**config.mk**
```make
export PLATFORM = sky130hd
export DESIGN_NAME = itlb
export DESIGN_NICKNAME = d
export VERILOG_FILES = /design/src/vm_pkg.sv /design/src/itlb_pkg.sv /design/src/itlb.sv /design/src/itlb_ctrl.sv /design/src/itlb_entries.sv /design/src/itlb_fill.sv
export VERILOG_INCLUDE_DIRS = /design/src
export SDC_FILE = /design/constraint.sdc
export NUM_CORES = 1
export LEC_CHECK = 0
export ABC_CLOCK_PERIOD_IN_PS = 7750
export BUFFER_PORTS_ARGS = -buffer_cell sky130_fd_sc_hd__buf_2
export CORE_ASPECT_RATIO = 1.2
export CORE_MARGIN = 2
export CORE_UTILIZATION = 60
export CTS_BUF_LIST = sky130_fd_sc_hd__clkbuf_2 sky130_fd_sc_hd__clkbuf_4 sky130_fd_sc_hd__clkbuf_8
export DETAILED_ROUTE_END_ITERATION = 16
export PLACE_DENSITY_LB_ADDON = 0.1
export SKIP_CTS_REPAIR_TIMING = 1
export SLEW_MARGIN = 20
export SYNTH_ARGS = -nofsm -noshare
export SYNTH_HDL_FRONTEND = slang
export SYNTH_SLANG_ARGS = --single-unit
```
**constraint.sdc**
```tcl
create_clock -name clk_i -period 7.75 [get_ports clk_i]
set_input_delay 1.55 -clock clk_i [delete_from_list [all_inputs] [get_ports clk_i]]
set_output_delay 1.55 -clock clk_i [all_outputs]
set_load 0.05 [all_outputs]
```
**src/itlb_params.svh**
```systemverilog
`ifndef ITLB_PARAMS_SVH
`define ITLB_PARAMS_SVH

// Number of fully associative entries
`define ITLB_ENTRIES 8

// Address space identifier width
`define ITLB_ASID_W 16

// Bits per VPN level, Sv39 style
`define ITLB_VPN_LVL_W 9

// Physical page number width
`define ITLB_PPN_W 44

`endif

```
**src/vm_pkg.sv**
```systemverilog
`include "itlb_params.svh"

package vm_pkg;

  // One level of the virtual page number
  typedef logic [`ITLB_VPN_LVL_W-1:0] vpn_lvl_t;

  // Three levels, index 2 is the top level
  typedef vpn_lvl_t [2:0] vpn_t;

  typedef logic [`ITLB_PPN_W-1:0] ppn_t;

  typedef logic [`ITLB_ASID_W-1:0] asid_t;

  // Leaf page sizes
  typedef enum logic [1:0] {
    page_4k,
    page_2m,
    page_1g
  } page_size_e;

  // One TLB entry
  typedef struct packed {
    logic       valid;
    vpn_t       vpn;
    ppn_t       ppn;
    asid_t      asid;
    logic       glob;
    page_size_e size;
    logic       exec;
  } tlb_entry_t;

  // Page match at the page's own size
  // 1 GiB compares the top level, 2 MiB the upper two, 4 KiB all three
  function automatic logic vpn_covers(vpn_t page_vpn, vpn_t vpn, page_size_e size);
    case (size)
      page_1g: return page_vpn[2] == vpn[2];
      page_2m: return page_vpn[2:1] == vpn[2:1];
      default: return page_vpn == vpn;
    endcase
  endfunction

endpackage
```
**src/itlb_pkg.sv**
```systemverilog
package itlb_pkg;

  // Exception codes returned to the cache
  typedef enum logic [1:0] {
    NoException,
    InstrPageFault,
    InstrAccessFault
  } exception_e;

  // Flush kinds, NoFlush is idle
  typedef enum logic [1:0] {
    NoFlush,
    FlushASID,
    FlushPage,
    FlushAll
  } tlb_flush_e;

  // ASID view of the flush operand, padded up to the VPN width
  typedef struct packed {
    logic [$bits(vm_pkg::vpn_t)-$bits(vm_pkg::asid_t)-1:0] rsvd;
    vm_pkg::asid_t                                         asid;
  } flush_asid_t;

  // Flush operand word
  // Read as an ASID for FlushASID, as a VPN for FlushPage
  typedef union packed {
    flush_asid_t  as_asid;
    vm_pkg::vpn_t as_vpn;
  } flush_opnd_u;

  typedef struct packed {
    tlb_flush_e  ftype;
    flush_opnd_u opnd;
  } flush_req_t;

  // Cache side
  typedef struct packed {
    vm_pkg::vpn_t vpn;
  } icache_req_t;

  typedef struct packed {
    vm_pkg::ppn_t ppn;
    exception_e   exception;
  } icache_ans_t;

  // L2 translation side
  typedef struct packed {
    vm_pkg::vpn_t  vpn;
    vm_pkg::asid_t asid;
  } l2c_req_t;

  typedef struct packed {
    vm_pkg::ppn_t       ppn;
    vm_pkg::page_size_e size;
    logic               glob;
    logic               exec;
    exception_e         exception;
  } l2c_ans_t;

endpackage

```
**src/itlb.sv**
```systemverilog
`timescale 1ns/1ps
`include "itlb_params.svh"

module itlb (
  input  logic                  clk_i,
  input  logic                  arst_n_i,
  // System
  input  logic                  vmem_on_i,
  input  vm_pkg::asid_t         cur_asid_i,
  input  itlb_pkg::flush_req_t  flush_i,
  // Cache request and answer
  input  logic                  icache_req_valid_i,
  input  itlb_pkg::icache_req_t icache_req_i,
  output logic                  icache_req_rdy_o,
  output logic                  icache_ans_valid_o,
  output itlb_pkg::icache_ans_t icache_ans_o,
  // L2 request and answer
  output logic                  l2c_req_valid_o,
  output itlb_pkg::l2c_req_t    l2c_req_o,
  input  logic                  l2c_req_rdy_i,
  input  logic                  l2c_ans_valid_i,
  input  itlb_pkg::l2c_ans_t    l2c_ans_i
);

  vm_pkg::tlb_entry_t       entries [`ITLB_ENTRIES];
  logic                     hit;
  vm_pkg::ppn_t             hit_ppn;
  logic                     hit_exec;
  logic                     flush;
  logic [`ITLB_ENTRIES-1:0] flush_vec;
  logic                     replace;
  logic                     exc_reg_en;
  logic                     exc_reg_clr;
  logic                     tlb_cond_ready;
  logic                     waiting_l2c_ans;
  itlb_pkg::exception_e     itlb_exception;

  // Lookup and storage
  itlb_entries i_entries (
    .clk_i        (clk_i),
    .arst_n_i     (arst_n_i),
    .vmem_on_i    (vmem_on_i),
    .cur_asid_i   (cur_asid_i),
    .lookup_vpn_i (icache_req_i.vpn),
    .flush_i      (flush),
    .flush_vec_i  (flush_vec),
    .replace_i    (replace),
    .fill_i       (l2c_ans_i),
    .fill_vpn_i   (icache_req_i.vpn),
    .entries_o    (entries),
    .hit_o        (hit),
    .hit_ppn_o    (hit_ppn),
    .hit_exec_o   (hit_exec)
  );

  // Flush and flow control
  itlb_ctrl i_ctrl (
    .vmem_on_i           (vmem_on_i),
    .tlb_cond_ready_i    (tlb_cond_ready),
    .waiting_l2c_ans_i   (waiting_l2c_ans),
    .flush_i             (flush_i),
    .entries_i           (entries),
    .icache_req_valid_i  (icache_req_valid_i),
    .itlb_hit_i          (hit),
    .itlb_exception_i    (itlb_exception),
    .l2c_ans_valid_i     (l2c_ans_valid_i),
    .l2c_ans_exception_i (l2c_ans_i.exception),
    .flush_o             (flush),
    .flush_vec_o         (flush_vec),
    .icache_req_rdy_o    (icache_req_rdy_o),
    .icache_ans_valid_o  (icache_ans_valid_o),
    .exception_reg_en_o  (exc_reg_en),
    .exception_reg_clr_o (exc_reg_clr),
    .replace_o           (replace)
  );

  // Miss handling and answer
  itlb_fill i_fill (
    .clk_i               (clk_i),
    .arst_n_i            (arst_n_i),
    .flush_i             (flush_i),
    .icache_req_valid_i  (icache_req_valid_i),
    .req_vpn_i           (icache_req_i.vpn),
    .cur_asid_i          (cur_asid_i),
    .itlb_hit_i          (hit),
    .icache_req_rdy_i    (icache_req_rdy_o),
    .hit_ppn_i           (hit_ppn),
    .hit_exec_i          (hit_exec),
    .exception_reg_en_i  (exc_reg_en),
    .exception_reg_clr_i (exc_reg_clr),
    .l2c_req_rdy_i       (l2c_req_rdy_i),
    .l2c_ans_valid_i     (l2c_ans_valid_i),
    .l2c_ans_i           (l2c_ans_i),
    .tlb_cond_ready_o    (tlb_cond_ready),
    .waiting_l2c_ans_o   (waiting_l2c_ans),
    .itlb_exception_o    (itlb_exception),
    .l2c_req_valid_o     (l2c_req_valid_o),
    .l2c_req_o           (l2c_req_o),
    .icache_ans_o        (icache_ans_o)
  );

endmodule

```
**src/itlb_ctrl.sv**
```systemverilog
`timescale 1ns/1ps
`include "itlb_params.svh"

module itlb_ctrl (
  // System
  input  logic                     vmem_on_i,
  // From the miss block
  input  logic                     tlb_cond_ready_i,
  input  logic                     waiting_l2c_ans_i,
  // Flush request
  input  itlb_pkg::flush_req_t     flush_i,
  // Entry view
  input  vm_pkg::tlb_entry_t       entries_i [`ITLB_ENTRIES],
  // Lookup
  input  logic                     icache_req_valid_i,
  input  logic                     itlb_hit_i,
  // Stored fault
  input  itlb_pkg::exception_e     itlb_exception_i,
  // L2 answer
  input  logic                     l2c_ans_valid_i,
  input  itlb_pkg::exception_e     l2c_ans_exception_i,
  // Flush control
  output logic                     flush_o,
  output logic [`ITLB_ENTRIES-1:0] flush_vec_o,
  // Cache flow control
  output logic                     icache_req_rdy_o,
  output logic                     icache_ans_valid_o,
  // Fault register and fill control
  output logic                     exception_reg_en_o,
  output logic                     exception_reg_clr_o,
  output logic                     replace_o
);

  localparam int N = `ITLB_ENTRIES;

  logic l2c_ans_here;

  // Flush select
  always_comb begin
    flush_o     = 1'b0;
    flush_vec_o = '0;
    case (flush_i.ftype)
      // By ASID, global pages survive
      itlb_pkg::FlushASID: begin
        flush_o = 1'b1;
        for (int k = 0; k < N; k++) begin
          flush_vec_o[k] = (entries_i[k].asid == flush_i.opnd.as_asid.asid)
                           && !entries_i[k].glob;
        end
      end
      // By page, each entry compared at its own size
      itlb_pkg::FlushPage: begin
        flush_o = 1'b1;
        for (int k = 0; k < N; k++) begin
          flush_vec_o[k] = vm_pkg::vpn_covers(entries_i[k].vpn, flush_i.opnd.as_vpn,
                                              entries_i[k].size);
        end
      end
      itlb_pkg::FlushAll: begin
        flush_o     = 1'b1;
        flush_vec_o = '1;
      end
      default: begin
        flush_o     = 1'b0;
        flush_vec_o = '0;
      end
    endcase
  end

  // L2 answer while a miss is outstanding
  assign l2c_ans_here = waiting_l2c_ans_i && l2c_ans_valid_i;

  // Flow control
  always_comb begin
    icache_req_rdy_o    = 1'b0;
    icache_ans_valid_o  = 1'b0;
    exception_reg_en_o  = 1'b0;
    exception_reg_clr_o = 1'b0;
    if (tlb_cond_ready_i && !icache_req_valid_i) begin
      // Idle, nothing to serve
      icache_req_rdy_o = 1'b1;
    end else if (tlb_cond_ready_i && icache_req_valid_i) begin
      // Hit or pending fault answers now
      // The fault store is consumed by this answer
      if (itlb_hit_i || (itlb_exception_i != itlb_pkg::NoException)) begin
        exception_reg_clr_o = 1'b1;
        icache_req_rdy_o    = 1'b1;
        icache_ans_valid_o  = 1'b1;
      end
    end else if (l2c_ans_here && vmem_on_i) begin
      // Capture the L2 fault code
      exception_reg_en_o = 1'b1;
    end
  end

  // Install only a fault-free answer, and only with translation on
  assign replace_o = l2c_ans_here && vmem_on_i
                     && (l2c_ans_exception_i == itlb_pkg::NoException);

endmodule

```
**src/itlb_entries.sv**
```systemverilog
`timescale 1ns/1ps
`include "itlb_params.svh"

module itlb_entries (
  input  logic                clk_i,
  input  logic                arst_n_i,
  input  logic                vmem_on_i,
  input  vm_pkg::asid_t       cur_asid_i,
  input  vm_pkg::vpn_t        lookup_vpn_i,
  input  logic                flush_i,
  input  logic [`ITLB_ENTRIES-1:0] flush_vec_i,
  input  logic                replace_i,
  input  itlb_pkg::l2c_ans_t  fill_i,
  input  vm_pkg::vpn_t        fill_vpn_i,
  output vm_pkg::tlb_entry_t  entries_o [`ITLB_ENTRIES],
  output logic                hit_o,
  output vm_pkg::ppn_t        hit_ppn_o,
  output logic                hit_exec_o
);

  localparam int N     = `ITLB_ENTRIES;
  localparam int L     = `ITLB_VPN_LVL_W;
  localparam int IDX_W = $clog2(N);

  // Payload array, valid bits kept apart
  vm_pkg::tlb_entry_t entry_q [N];
  logic [N-1:0]       valid_q;
  logic [N-1:0]       match;
  logic [IDX_W-1:0]   rr_q;
  logic [IDX_W-1:0]   victim;
  logic               free_found;
  vm_pkg::ppn_t       sel_ppn;
  logic               sel_exec;

  // Entry view with live valid bits
  always_comb begin
    for (int k = 0; k < N; k++) begin
      entries_o[k]       = entry_q[k];
      entries_o[k].valid = valid_q[k];
    end
  end

  // Tag compare at entry size, ASID ignored for global pages
  always_comb begin
    for (int k = 0; k < N; k++) begin
      match[k] = valid_q[k]
                 && vm_pkg::vpn_covers(entry_q[k].vpn, lookup_vpn_i, entry_q[k].size)
                 && (entry_q[k].glob || (entry_q[k].asid == cur_asid_i));
    end
  end

  // PPN of the hit entry
  always_comb begin
    sel_ppn  = '0;
    sel_exec = 1'b0;
    for (int k = 0; k < N; k++) begin
      if (match[k]) begin
        sel_ppn  = entry_q[k].ppn;
        sel_exec = entry_q[k].exec;
        // Superpages take the low levels from the VPN
        if (entry_q[k].size == vm_pkg::page_1g) begin
          sel_ppn[2*L-1:0] = lookup_vpn_i[1:0];
        end else if (entry_q[k].size == vm_pkg::page_2m) begin
          sel_ppn[L-1:0] = lookup_vpn_i[0];
        end
      end
    end
  end

  // Translation off: always hit, VPN passed through
  assign hit_o      = vmem_on_i ? |match : 1'b1;
  assign hit_ppn_o  = vmem_on_i ? sel_ppn : vm_pkg::ppn_t'(lookup_vpn_i);
  assign hit_exec_o = vmem_on_i ? sel_exec : 1'b1;

  // Victim choice, first invalid slot wins over the pointer
  always_comb begin
    victim     = rr_q;
    free_found = 1'b0;
    for (int k = 0; k < N; k++) begin
      if (!valid_q[k] && !free_found) begin
        victim     = IDX_W'(k);
        free_found = 1'b1;
      end
    end
  end

  // Valid bits and round-robin pointer
  always_ff @(posedge clk_i or negedge arst_n_i) begin
    if (!arst_n_i) begin
      valid_q <= '0;
      rr_q    <= '0;
    end else begin
      if (flush_i) begin
        valid_q <= valid_q & ~flush_vec_i;
      end
      // Fill wins over a flush of the same slot
      if (replace_i) begin
        valid_q[victim] <= 1'b1;
        rr_q            <= rr_q + 1'b1;
      end
    end
  end

  // Entry payload
  always_ff @(posedge clk_i) begin
    if (replace_i) begin
      entry_q[victim] <= '{valid: 1'b1, vpn: fill_vpn_i, ppn: fill_i.ppn, asid: cur_asid_i,
                           glob: fill_i.glob, size: fill_i.size, exec: fill_i.exec};
    end
  end

endmodule

```
**src/itlb_fill.sv**
```systemverilog
`timescale 1ns/1ps

module itlb_fill (
  input  logic                  clk_i,
  input  logic                  arst_n_i,
  input  itlb_pkg::flush_req_t  flush_i,
  input  logic                  icache_req_valid_i,
  input  vm_pkg::vpn_t          req_vpn_i,
  input  vm_pkg::asid_t         cur_asid_i,
  input  logic                  itlb_hit_i,
  input  logic                  icache_req_rdy_i,
  input  vm_pkg::ppn_t          hit_ppn_i,
  input  logic                  hit_exec_i,
  input  logic                  exception_reg_en_i,
  input  logic                  exception_reg_clr_i,
  input  logic                  l2c_req_rdy_i,
  input  logic                  l2c_ans_valid_i,
  input  itlb_pkg::l2c_ans_t    l2c_ans_i,
  output logic                  tlb_cond_ready_o,
  output logic                  waiting_l2c_ans_o,
  output itlb_pkg::exception_e  itlb_exception_o,
  output logic                  l2c_req_valid_o,
  output itlb_pkg::l2c_req_t    l2c_req_o,
  output itlb_pkg::icache_ans_t icache_ans_o
);

  // Miss FSM
  typedef enum logic [1:0] {
    IDLE,
    REQ,
    WAIT
  } state_e;

  state_e               state_q;
  itlb_pkg::exception_e exc_q;
  logic                 miss;

  // Lookup possible only when idle and no flush this cycle
  assign tlb_cond_ready_o  = (state_q == IDLE) && (flush_i.ftype == itlb_pkg::NoFlush);
  assign waiting_l2c_ans_o = (state_q == WAIT);

  // Valid request left unanswered
  assign miss = tlb_cond_ready_o && icache_req_valid_i && !icache_req_rdy_i;

  always_ff @(posedge clk_i or negedge arst_n_i) begin
    if (!arst_n_i) begin
      state_q <= IDLE;
    end else begin
      case (state_q)
        IDLE:    if (miss) state_q <= REQ;
        // Hold the request until L2 takes it
        REQ:     if (l2c_req_rdy_i) state_q <= WAIT;
        WAIT:    if (l2c_ans_valid_i) state_q <= IDLE;
        default: state_q <= IDLE;
      endcase
    end
  end

  // Fault store, cleared by the answer that reports it
  always_ff @(posedge clk_i or negedge arst_n_i) begin
    if (!arst_n_i) begin
      exc_q <= itlb_pkg::NoException;
    end else if (exception_reg_clr_i) begin
      exc_q <= itlb_pkg::NoException;
    end else if (exception_reg_en_i) begin
      exc_q <= l2c_ans_i.exception;
    end
  end

  assign itlb_exception_o = exc_q;

  // Held request is stable, so it feeds L2 directly
  assign l2c_req_valid_o = (state_q == REQ);
  assign l2c_req_o       = '{vpn: req_vpn_i, asid: cur_asid_i};

  // Answer formation
  always_comb begin
    icache_ans_o = '{ppn: hit_ppn_i, exception: itlb_pkg::NoException};
    if (exc_q != itlb_pkg::NoException) begin
      icache_ans_o = '{ppn: '0, exception: exc_q};
    end else if (itlb_hit_i && !hit_exec_i) begin
      // No execute right on the hit page
      icache_ans_o.exception = itlb_pkg::InstrPageFault;
    end
  end

endmodule

```
# After elaboration in Yosys (flattened, before gate mapping)
# Memories as Yosys holds them, arrays and structs flattened.
# Cells that the tools add are included.
[word_totals]
mem_bits_rw = 728
mem_count = 1
ff_bits = 15
out_inout_bits = 92
in_bits = 128
[mem_list]
columns = ["memory", "depth", "width", "rd", "rd_ports_with_merged_regs", "wr", "line", "rtl"]
rows = [
  ["i_entries.entry_q", 8, 91, 8, 0, 1, "itlb_entries.sv:26", "vm_pkg::tlb_entry_t entry_q [N];"],
]
[op_classes]
n_bitwise = 3
n_lt_le_gt_ge = 2
n_reduce_logical = 81
eq_ne = 88
n_addsub = 1
muxes = 98
[op_table]
columns = ["op", "count"]
rows = [
  ["44-bit two-way mux", 10],
  ["27-bit equality test", 16],
  ["18-bit equality test", 16],
  ["16-bit equality test", 16],
  ["9-bit two-way mux", 24],
  ["9-bit equality test", 16],
  ["1-bit logical AND", 40],
  ["1-bit one-hot mux with 2 select lines", 16],
  ["1-bit two-way mux", 29],
  ["1-bit zero test", 24],
  ["3-bit two-way mux", 8],
  ["8-bit one-hot mux with 3 select lines", 1],
  ["2-bit equality test, second input constant", 11],
  ["2-bit by 1-bit equality test with 1-bit output, second input constant", 10],
  ["8-bit two-way mux", 2],
  ["2-bit two-way mux", 6],
  ["1-bit logical OR", 9],
  ["8-bit AND", 1],
  ["8-bit NOT", 1],
  ["8-bit bitwise OR", 1],
  ["8-bit OR reduction", 1],
  ["2-bit zero test", 3],
  ["2-bit one-hot mux with 3 select lines", 1],
  ["3-bit by 4-bit < comparator with 1-bit output, second input constant", 1],
  ["8 further kinds", 10],
]

# Depth between registers and ports, before layout
# Gate-level depths: netlist of the first run.
[logic_depth]
depth_word = 27
mapped_depth = 13
depth_no_buf = 11

# Hierarchy
# A second synthesis of the first run with hierarchy kept.
[hier_totals]
hier_cells = 2871
hier_area_um2 = 37554.8
[modules_own_cells]
columns = ["mod", "area_each_um2", "n_inst", "seq_area_each_um2", "cells_per_inst"]
rows = [
  ["itlb_entries", 31865.6, 1, 22136.2, 2137],
  ["itlb_ctrl", 4822.1, 1, 0.0, 623],
  ["itlb_fill", 867.1, 1, 100.1, 111],
]

# Worst setup path before layout of the first run
# Ideal clock, no wire load.
[synth_timing]
path_kind = "input to register"
start = "in vmem_on_i"
end = "mem i_entries.entry_q[1][0] (netlist name), enable pin"
cell_stages = 5
required_time_ns = 7.209
setup_slack_ns = 0.756
path_buffers = 2
arrival_ns = 6.452
setup_ns = 0.541
path_cell_list = "clkbuf_1 > nand4b_1 > or4_1 > clkbuf_1 > nor2_1"
[synth_via]
elab_chain_len = 4
[synth_rtl]
columns = ["element", "line", "rtl"]
rows = [
  ["start, declared", "itlb.sv:8", "input logic vmem_on_i,"],
  ["1-bit logical AND", "itlb_ctrl.sv:97", "assign replace_o = l2c_ans_here && vmem_on_i"],
  ["1-bit logical AND", "itlb_ctrl.sv:98", "&& (l2c_ans_exception_i == itlb_pkg::NoException);"],
  ["1-bit two-way mux", "itlb_entries.sv:106", "if (replace_i) begin"],
  ["1-bit two-way mux (implied by the code)", "itlb_entries.sv:107", "entry_q[victim] <= '{valid: 1'b1, vpn: fill_vpn_i, ppn: fill_i.ppn, asid: cur_asid_i,"],
  ["end, declared", "itlb_entries.sv:26", ""],
]
# No other way between the ends.

==> results of run 1 <==
[placed cells by master, fill, tap and decap left out, types with 42 or more instances in the layout]
master | Yosys | layout
sky130_fd_sc_hd__nand4_1 | 90 | 90
sky130_fd_sc_hd__mux2_2 | 47 | 47
sky130_fd_sc_hd__nor2_1 | 71 | 62
sky130_fd_sc_hd__nand3_1 | 42 | 42
sky130_fd_sc_hd__nor4_1 | 72 | 65
sky130_fd_sc_hd__clkbuf_8 | 0 | 113
sky130_fd_sc_hd__edfxtp_1 | 728 | 728
sky130_fd_sc_hd__xnor2_1 | 435 | 435
sky130_fd_sc_hd__mux2i_1 | 76 | 76
sky130_fd_sc_hd__a21oi_1 | 53 | 53
sky130_fd_sc_hd__buf_2 | 67 | 219
sky130_fd_sc_hd__nand2_1 | 85 | 84
sky130_fd_sc_hd__o21ai_0 | 77 | 77
sky130_fd_sc_hd__buf_4 | 54 | 90
sky130_fd_sc_hd__xor2_1 | 255 | 255
[per-stage QoR]
step | power, mW | instance area, µm² | worst slack, ns | hold slack [ns]
final | 8.38 | 40700 | 0.633 | 0.503
after global routing | 8.62 | 40700 | 0.482 | 0.543
after CTS | 8.40 | 40700 | 0.689 | 0.503
after detailed placement | 5.24 | 38500 | 0.716 | 0.494
after global placement | 5.23 | 38500 | 0.711 | 0.487
after floorplan | 5.00 | 36700 | 0.756 | 0.462
[cells by family (layout without fill, tap and decap cells)]
kind of cell | after synthesis | after routing | share of synthesized area (%)
adder cells (fa/ha/maj) | 17 | 17 | 0.579
other | 0 | 6 | 0
AO/OA/AOI/OAI | 412 | 412 | 7.86
multiplexers | 128 | 128 | 3.66
AND/OR/NAND/NOR | 483 | 483 | 7.18
buffers and inverters | 259 | 558 | 3.76
flip-flops | 743 | 743 | 60.5
XOR/XNOR | 690 | 690 | 16.4
[final cells by class]
| type | instances | area, µm² | area share [%] |
|---|---|---|---|
| antenna | 6 | 15.0 | 0.0369 |
| clock buffer | 148 | 1820 | 4.46 |
| clock inverter | 66 | 403 | 0.989 |
| inverter | 30 | 113 | 0.277 |
| multi-input combinational | 1730 | 13300 | 32.6 |
| sequential | 743 | 22200 | 54.6 |
| tap | 808 | 1010 | 2.48 |
| timing repair buffer | 314 | 1870 | 4.60 |
[routing by layer]
layer | part of all wire (%) | GRT usage (%) | up-vias | wire length, µm
li1 | - | - | 10593 | -
met3 | 7.8 | 5.63 | 292 | 8470
met2 | 49 | 57.3 | 1238 | 53100
met4 | 6.0 | 19.9 | 6 | 6470
met5 | 0.036 | 0 | - | 39
met1 | 37 | 42.3 | 12182 | 40300
[critical path, cell delays in order]
cell and delay [ns]:
sky130_fd_sc_hd__buf_2 0.48, sky130_fd_sc_hd__xor2_1 0.18, sky130_fd_sc_hd__nor4_2 0.45, sky130_fd_sc_hd__nand3_1 0.20
sky130_fd_sc_hd__nor4_2 0.65, sky130_fd_sc_hd__o21ai_2 0.42, sky130_fd_sc_hd__nor4b_4 0.86, sky130_fd_sc_hd__a22oi_1 0.15
sky130_fd_sc_hd__o22ai_1 0.29, sky130_fd_sc_hd__buf_2 0.32
[state kept, by name (all words and copies together), names as in the netlist]
register                 flops
i_fill.state_q               2
i_entries.entry_q          728
i_entries.rr_q               3
i_entries.valid_q            8
i_fill.itlb_exception_o      2
[power by group]
group / total, mW / switching, mW / leakage, nW / internal (mW)
Clock: 3.22 / 1.58 / 1.18 / 1.64
Sequential: 4.42 / 0.00632 / 6.75 / 4.41
Combinational: 0.746 / 0.527 / 5.56 / 0.219
Total: 8.38 / 2.11 / 13.5 / 6.28
[how the worst max path moves through the flow]
stage,startpoint,endpoint,cells past startpoint
floorplan,vmem_on_i,i_entries.entry_q[1][0],5
global placement,cur_asid_i[6],icache_ans_o[0],12
detailed placement,cur_asid_i[6],icache_ans_o[0],12
CTS,cur_asid_i[6],icache_ans_o[0],12
global route,icache_req_i[16],icache_ans_o[4],10
finish,icache_req_i[16],icache_ans_o[4],10
==> report_table.html, run 1 <==
<table>
<tr><th>Metric</th><th>Value</th></tr>
<tr><th colspan="2">STA</th></tr>
<tr><td>Fin. max-slew vios</td><td>0</td></tr>
<tr><td>Worst relative slew slack</td><td>21.6%</td></tr>
<tr><td>Worst-case clock skew</td><td>0.0335 ns</td></tr>
<tr><td>Final count of hold timing violations</td><td>0</td></tr>
<tr><td>Final setup TNS</td><td>0 ns</td></tr>
<tr><td>Number of failing setup endpoints in the final timing report</td><td>0</td></tr>
<tr><td>RSZ-0062 raised after global routing</td><td>no</td></tr>
<tr><td>Worst Max-Slew Pin Slew</td><td>1.17 ns</td></tr>
<tr><td>Fin crit share</td><td>91.8%</td></tr>
<tr><td>Final period demand of the worst path</td><td>7.12 ns</td></tr>
<tr><td>F_max</td><td>0.141 GHz</td></tr>
<tr><th colspan="2">Logic synthesis</th></tr>
<tr><td>Post-synth top flop</td><td>sky130_fd_sc_hd__edfxtp_1</td></tr>
<tr><td>Proportion of synthesized flip-flops having asynchronous set or reset</td><td>2.02%</td></tr>
<tr><td>Part of the Yosys area used for sequential elements</td><td>60.5%</td></tr>
<tr><td>Seq cells post-synth</td><td>743</td></tr>
<tr><td>Most numerous cell in the Yosys netlist</td><td>sky130_fd_sc_hd__edfxtp_1</td></tr>
<tr><td>Mapped Nets</td><td>2877</td></tr>
<tr><td>Fraction of synthesized cell area taken by the top area cell type</td><td>59.5%</td></tr>
<tr><td>Most used standard cells in the synthesized netlist</td><td>sky130_fd_sc_hd__edfxtp_1, sky130_fd_sc_hd__xnor2_1, sky130_fd_sc_hd__xor2_1</td></tr>
<tr><td>Summed instance area of the synthesized netlist</td><td>0.0367 mm²</td></tr>
<tr><td>Count of synthesis-stage warnings from yosys</td><td>0</td></tr>
<tr><td>Synth area leaders</td><td>sky130_fd_sc_hd__edfxtp_1, sky130_fd_sc_hd__xnor2_1, sky130_fd_sc_hd__xor2_1</td></tr>
<tr><td>Mean cell area of the mapped netlist</td><td>13.5 µm²</td></tr>
<tr><td>Post-synthesis cell type count</td><td>75</td></tr>
<tr><td>Post-synth EDFFs</td><td>728</td></tr>
<tr><td>Post-Synthesis Cells</td><td>2732</td></tr>
<tr><td>Post-synth top area cell</td><td>sky130_fd_sc_hd__edfxtp_1</td></tr>
<tr><th colspan="2">Critical path</th></tr>
<tr><td>Worst R2R Setup Slack</td><td>3.99 ns</td></tr>
<tr><td>Crit. End Element</td><td>output port</td></tr>
<tr><td>Biggest fanout along the worst timing path</td><td>25</td></tr>
<tr><td>Worst EP required</td><td>6.20 ns</td></tr>
<tr><td>Arrival time at the worst endpoint</td><td>5.57 ns</td></tr>
<tr><td>Startpoint of the worst register-to-register path</td><td>i_entries.valid_q[2]</td></tr>
<tr><td>Reg2Reg Depth</td><td>9</td></tr>
<tr><td>Classification of the worst setup path</td><td>input port to output port</td></tr>
<tr><td>End of the worst register-to-register path</td><td>i_entries.entry_q[5][68]</td></tr>
<tr><td>Startpoint type of the worst setup path</td><td>input port</td></tr>
<tr><th colspan="2">Power and ir drop</th></tr>
<tr><td>Largest voltage drop on the vdd net</td><td>0.000170 V</td></tr>
<tr><td>Power density of the placed cells</td><td>206 mW/mm²</td></tr>
<tr><td>Leak pwr</td><td>13.5 nW</td></tr>
<tr><th colspan="2">Clocking</th></tr>
<tr><td>Level count of the clock H-tree</td><td>3</td></tr>
<tr><td>CTS tree</td><td>built</td></tr>
<tr><td>Root buffer selected by CTS</td><td>sky130_fd_sc_hd__clkbuf_8</td></tr>
<tr><td>Insertion delay of the later-clocked pin in the worst-skew pair</td><td>0.75 ns</td></tr>
<tr><td>Worst-case clock buffer depth</td><td>3</td></tr>
<tr><td>Clock-pin slew of the registers on the worst-case setup and hold paths</td><td>0.06 ns</td></tr>
<tr><td>Total clock sinks</td><td>743</td></tr>
<tr><td>Number of buffers added by the clock tree synthesis step</td><td>113</td></tr>
<tr><th colspan="2">Floorplanning</th></tr>
<tr><td>Initial Util</td><td>60.5%</td></tr>
<tr><td>Die area</td><td>0.0632 mm²</td></tr>
<tr><td>Overall die height</td><td>275 µm</td></tr>
<tr><td>Site Rows</td><td>99</td></tr>
<tr><td>I/O pins</td><td>220</td></tr>
<tr><td>Chip width</td><td>230 µm</td></tr>
<tr><td>Floorplan core area</td><td>0.0607 mm²</td></tr>
<tr><th colspan="2">Routing</th></tr>
<tr><td>Wire length after detailed routing</td><td>108000 µm</td></tr>
<tr><td>Violation count after the first detailed-route iteration</td><td>2287</td></tr>
<tr><td>Post-detailed-route DRC marker count</td><td>0</td></tr>
<tr><td>Post-route antenna net violation count</td><td>0</td></tr>
<tr><td>Via Count</td><td>24311</td></tr>
<tr><td>Total iterations of the first detailed-routing run</td><td>5</td></tr>
<tr><td>Average vias per placed instance</td><td>6.32</td></tr>
<tr><td>Average wire per cell in the routed design</td><td>28.2 µm</td></tr>
<tr><th colspan="2">Layout</th></tr>
<tr><td>Synthesis-to-layout area growth</td><td>10.8%</td></tr>
<tr><td>Post-layout utilization of the core</td><td>67.1%</td></tr>
<tr><td>Non-filler cells, final</td><td>3845</td></tr>
<tr><td>Net count reported at finish</td><td>3077</td></tr>
<tr><td>Filler instances</td><td>4447</td></tr>
<tr><td>Share of final-layout standard cells stronger than drive strength 1</td><td>19.3%</td></tr>
<tr><th colspan="2">Worst hold path</th></tr>
<tr><td>Hold Crit Start</td><td>i_fill.state_q[0]</td></tr>
<tr><td>End point of the most critical hold path</td><td>i_fill.state_q[1]</td></tr>
<tr><td>Worst Hold Path Cells</td><td>1</td></tr>
<tr><td>Type of the worst min-delay path</td><td>flip-flop to flip-flop</td></tr>
<tr><th colspan="2">Place</th></tr>
<tr><td>Placer Congestion</td><td>0.949</td></tr>
<tr><td>Number of placed instances, taps included</td><td>3624</td></tr>
<tr><td>Input/output buffers</td><td>219</td></tr>
<tr><td>Placed wire-length estimate after detailed placement</td><td>71900 µm</td></tr>
<tr><th colspan="2">Global route</th></tr>
<tr><td>Global-route wire length before repair</td><td>159000 µm</td></tr>
<tr><td>Vias in the first global route</td><td>24694</td></tr>
<tr><td>Largest net degree at the start of global routing</td><td>92</td></tr>
<tr><td>Gr ovfl total</td><td>0</td></tr>
<tr><td>Number of antenna violations at the first check in global routing</td><td>8</td></tr>
<tr><td>Tot GR Track Use</td><td>34.2%</td></tr>
<tr><th colspan="2">Job</th></tr>
<tr><td>Count of maximum capacitance violations</td><td>0</td></tr>
<tr><th colspan="2">Outcome</th></tr>
<tr><td>Status</td><td>complete, no violations</td></tr>
</table>
(Power assumes the default switching activity.)
==> inputs of run 2 (changes only) <==
--- a/config.mk
+++ b/config.mk
@@ -7,5 +7,5 @@
 export NUM_CORES = 1
 export LEC_CHECK = 0
-export ABC_CLOCK_PERIOD_IN_PS = 7750
+export ABC_CLOCK_PERIOD_IN_PS = 8900
 export BUFFER_PORTS_ARGS = -buffer_cell sky130_fd_sc_hd__buf_2
 export CORE_ASPECT_RATIO = 1.2
==> constraint.sdc (replaced) <==
create_clock -name clk_i -period 8.9 [get_ports clk_i]
set_input_delay 1.78 -clock clk_i [delete_from_list [all_inputs] [get_ports clk_i]]
set_output_delay 1.78 -clock clk_i [all_outputs]
set_load 0.1 [all_outputs]
==> run 2 against run 1 <==
  * Sequential power down 13%
  * Worst hold slack gained 0.015 ns
  * Clock skew down 0.0040 ns
  * Non-clock buffer count fell by 19
  * Combinational power increased by 2%
  * Cell area fell by 0.45%
  * Routed wire length up 1.9%
  * Power is 11% lower
  * Largest power group unchanged
==> report_table.html, run 2 (synthesis gave the netlist of run 1 again) <==
<table>
<tr><th>Metric</th><th>Value</th></tr>
<tr><th colspan="2">STA</th></tr>
<tr><td>Worst relative slew slack</td><td>25.3%</td></tr>
<tr><td>Fin crit share</td><td>90.4%</td></tr>
<tr><td>Worst setup slack after layout</td><td>0.856 ns</td></tr>
<tr><td>Worst Max-Slew Pin Slew</td><td>1.11 ns</td></tr>
<tr><td>Worst-case clock skew</td><td>0.0295 ns</td></tr>
<tr><td>RSZ-0062 raised after global routing</td><td>no</td></tr>
<tr><td>Fin. max-slew vios</td><td>0</td></tr>
<tr><td>Final setup TNS</td><td>0 ns</td></tr>
<tr><td>F_max</td><td>0.124 GHz</td></tr>
<tr><td>Final Hold Slack</td><td>0.518 ns</td></tr>
<tr><td>Final count of hold timing violations</td><td>0</td></tr>
<tr><td>Final period demand of the worst path</td><td>8.04 ns</td></tr>
<tr><td>Number of failing setup endpoints in the final timing report</td><td>0</td></tr>
<tr><th colspan="2">Critical path</th></tr>
<tr><td>Biggest fanout along the worst timing path</td><td>25</td></tr>
<tr><td>Worst EP required</td><td>7.12 ns</td></tr>
<tr><td>Cell with the biggest individual delay on the critical path</td><td>sky130_fd_sc_hd__nor4_1</td></tr>
<tr><td>CP dominant cell by count</td><td>sky130_fd_sc_hd__buf_2</td></tr>
<tr><td>Arrival time at the worst endpoint</td><td>6.26 ns</td></tr>
<tr><td>Startpoint type of the worst setup path</td><td>input port</td></tr>
<tr><td>Classification of the worst setup path</td><td>input port to output port</td></tr>
<tr><td>Crit. End Element</td><td>output port</td></tr>
<tr><td>Stage delay of the slowest cell on the critical path</td><td>0.85 ns</td></tr>
<tr><td>Ordered cell list for the critical path</td><td>buf_2 &gt; xnor2_1 &gt; nand4_1 &gt; nor4_1 &gt; a21boi_0 &gt; or3_1 &gt; buf_4 &gt; nand2_1 &gt; o211ai_1 &gt; a31oi_1 &gt; o22ai_1 &gt; buf_2</td></tr>
<tr><th colspan="2">Clocking</th></tr>
<tr><td>Clock-pin slew of the registers on the worst-case setup and hold paths</td><td>0.06 ns</td></tr>
<tr><td>Number of buffers added by the clock tree synthesis step</td><td>112</td></tr>
<tr><td>Total clock sinks</td><td>743</td></tr>
<tr><td>Worst-case clock buffer depth</td><td>3</td></tr>
<tr><td>CTS tree</td><td>built</td></tr>
<tr><td>Root buffer selected by CTS</td><td>sky130_fd_sc_hd__clkbuf_8</td></tr>
<tr><td>Insertion delay of the later-clocked pin in the worst-skew pair</td><td>0.75 ns</td></tr>
<tr><td>Level count of the clock H-tree</td><td>3</td></tr>
<tr><th colspan="2">Global route</th></tr>
<tr><td>Gr ovfl total</td><td>0</td></tr>
<tr><td>Tot GR Track Use</td><td>34.8%</td></tr>
<tr><td>Vias in the first global route</td><td>24691</td></tr>
<tr><td>Global-route wire length before repair</td><td>161000 µm</td></tr>
<tr><td>Largest net degree at the start of global routing</td><td>92</td></tr>
<tr><td>Number of antenna violations at the first check in global routing</td><td>6</td></tr>
<tr><th colspan="2">Routing</th></tr>
<tr><td>Wire length after detailed routing</td><td>110000 µm</td></tr>
<tr><td>Average vias per placed instance</td><td>6.43</td></tr>
<tr><td>Total iterations of the first detailed-routing run</td><td>5</td></tr>
<tr><td>Post-route antenna net violation count</td><td>0</td></tr>
<tr><td>Via Count</td><td>24548</td></tr>
<tr><td>Post-detailed-route DRC marker count</td><td>0</td></tr>
<tr><td>Average wire per cell in the routed design</td><td>28.9 µm</td></tr>
<tr><td>Violation count after the first detailed-route iteration</td><td>2530</td></tr>
<tr><th colspan="2">Job</th></tr>
<tr><td>Count of maximum capacitance violations</td><td>0</td></tr>
<tr><th colspan="2">Floorplanning</th></tr>
<tr><td>I/O pins</td><td>220</td></tr>
<tr><td>Overall die height</td><td>275 µm</td></tr>
<tr><td>Floorplan core area</td><td>0.0607 mm²</td></tr>
<tr><td>Site Rows</td><td>99</td></tr>
<tr><td>Die area</td><td>0.0632 mm²</td></tr>
<tr><td>Initial Util</td><td>60.5%</td></tr>
<tr><td>Chip width</td><td>230 µm</td></tr>
<tr><th colspan="2">Layout</th></tr>
<tr><td>Sequential Area</td><td>0.0222 mm²</td></tr>
<tr><td>Net count reported at finish</td><td>3057</td></tr>
<tr><td>Area occupied by multi-input gates</td><td>0.0132 mm²</td></tr>
<tr><td>Post-layout utilization of the core</td><td>66.8%</td></tr>
<tr><td>Synthesis-to-layout area growth</td><td>10.3%</td></tr>
<tr><td>Most frequent cells in the layout</td><td>sky130_fd_sc_hd__edfxtp_1, sky130_fd_sc_hd__xnor2_1, sky130_fd_sc_hd__xor2_1</td></tr>
<tr><td>Largest register FFs</td><td>728</td></tr>
<tr><td>Registers with the highest flip-flop counts</td><td>i_entries.entry_q: 728 flops, i_entries.valid_q: 8 flops, i_entries.rr_q: 3 flops</td></tr>
<tr><td>Register with the highest flop count</td><td>i_entries.entry_q</td></tr>
<tr><td>Most common cell after layout, fill and taps aside</td><td>sky130_fd_sc_hd__edfxtp_1</td></tr>
<tr><td>Share of final-layout standard cells stronger than drive strength 1</td><td>18.8%</td></tr>
<tr><td>Filler instances</td><td>4410</td></tr>
<tr><th colspan="2">Outcome</th></tr>
<tr><td>Status</td><td>complete, no violations</td></tr>
<tr><th colspan="2">Power and ir drop</th></tr>
<tr><td>Sequential power share</td><td>51.7%</td></tr>
<tr><td>Power density of the placed cells</td><td>184 mW/mm²</td></tr>
<tr><td>Clock share of power</td><td>38.1%</td></tr>
<tr><td>Net Sw Power</td><td>1.93 mW</td></tr>
<tr><td>Internal power contribution</td><td>5.51 mW</td></tr>
<tr><td>Largest voltage drop on the vdd net</td><td>0.000164 V</td></tr>
<tr><td>Leak pwr</td><td>13.4 nW</td></tr>
<tr><td>Net Sw Frac</td><td>26.0%</td></tr>
<tr><td>Combinational share of power</td><td>10.2%</td></tr>
<tr><th colspan="2">Worst hold path</th></tr>
<tr><td>Type of the worst min-delay path</td><td>flip-flop to flip-flop</td></tr>
<tr><th colspan="2">Place</th></tr>
<tr><td>Placed wire-length estimate after detailed placement</td><td>72900 µm</td></tr>
<tr><td>Input/output buffers</td><td>219</td></tr>
<tr><td>Setup slack at placement</td><td>1.17 ns</td></tr>
<tr><td>Placer Congestion</td><td>0.924</td></tr>
</table>
run 2: changes by cell type in the layout (fill, tap and decap cells not counted):
| cell | delta |
|---|---|
| sky130_fd_sc_hd__nor2_1 | -2 |
| sky130_fd_sc_hd__clkinv_2 | -14 |
| sky130_fd_sc_hd__buf_12 | -3 |
| sky130_fd_sc_hd__diode_2 | -2 |
| sky130_fd_sc_hd__inv_6 | +1 |
| sky130_fd_sc_hd__nor4_1 | +3 |
| sky130_fd_sc_hd__clkinv_1 | -8 |
| sky130_fd_sc_hd__clkbuf_4 | +15 |
| sky130_fd_sc_hd__buf_4 | -16 |
| sky130_fd_sc_hd__nor2_2 | +2 |
| sky130_fd_sc_hd__nor4_2 | -3 |
| sky130_fd_sc_hd__clkinvlp_4 | -1 |
run 2: per-stage QoR:
step	cells	cell area, µm²	power (mW)
CTS	3813	40500	7.46
global placement	3606	38300	4.67
global route	3815	40500	7.64
detailed placement	3606	38300	4.68
finish	3817	40500	7.45
floorplan	2732	36700	4.47
run 2: power by group through the flow:
stage	Sequential (mW)	Clock [mW]	Combinational, mW
2_1_floorplan	3.92	0	0.541
3_3_place_gp	3.92	0	0.746
3_5_place_dp	3.92	0	0.753
4_1_cts	3.85	2.85	0.756
5_1_grt	3.85	3.00	0.793
6_report	3.85	2.84	0.762
run 2: worst max-delay path, delay by kind of cell:
kind	cells	cell delay, ns
buf+inv	3	1.29
compound gates	4	1.03
simple gates	4	1.94
xor+xnor	1	0.19
run 2: metal layers:
layer	wire length [µm]	up-vias	GRT usage (%)
li1	-	10536	-
met1	41100	12311	44.0
met2	54200	1424	58.5
met3	9030	273	4.92
met4	6090	4	18.9
met5	28	-	0
run 2: final timing paths:
path,slack (ns),endpoint,startpoint,cells past startpoint
setup / recovery,0.86,icache_ans_o[17],icache_req_i[6],12
hold / removal,0.52,i_entries.rr_q[0],i_entries.rr_q[0],1
setup reg to reg,4.89,i_entries.entry_q[1][33],i_entries.valid_q[3],11
hold reg to reg,0.52,i_entries.rr_q[0],i_entries.rr_q[0],1
max in group asynchronous,7.62,i_entries.valid_q[5],arst_n_i,1
min in group asynchronous,0.96,i_entries.rr_q[1],arst_n_i,1
run 2: layout make-up:
type	count	share of cell area, %
Sequential cell	743	54.9
Inverter	30	0.278
Antenna cell	4	0.0247
Clock inverter	44	0.750
Clock buffer	163	4.76
Multi-Input combinational cell	1730	32.7
Tap cell	808	2.49
Timing Repair Buffer	295	4.17
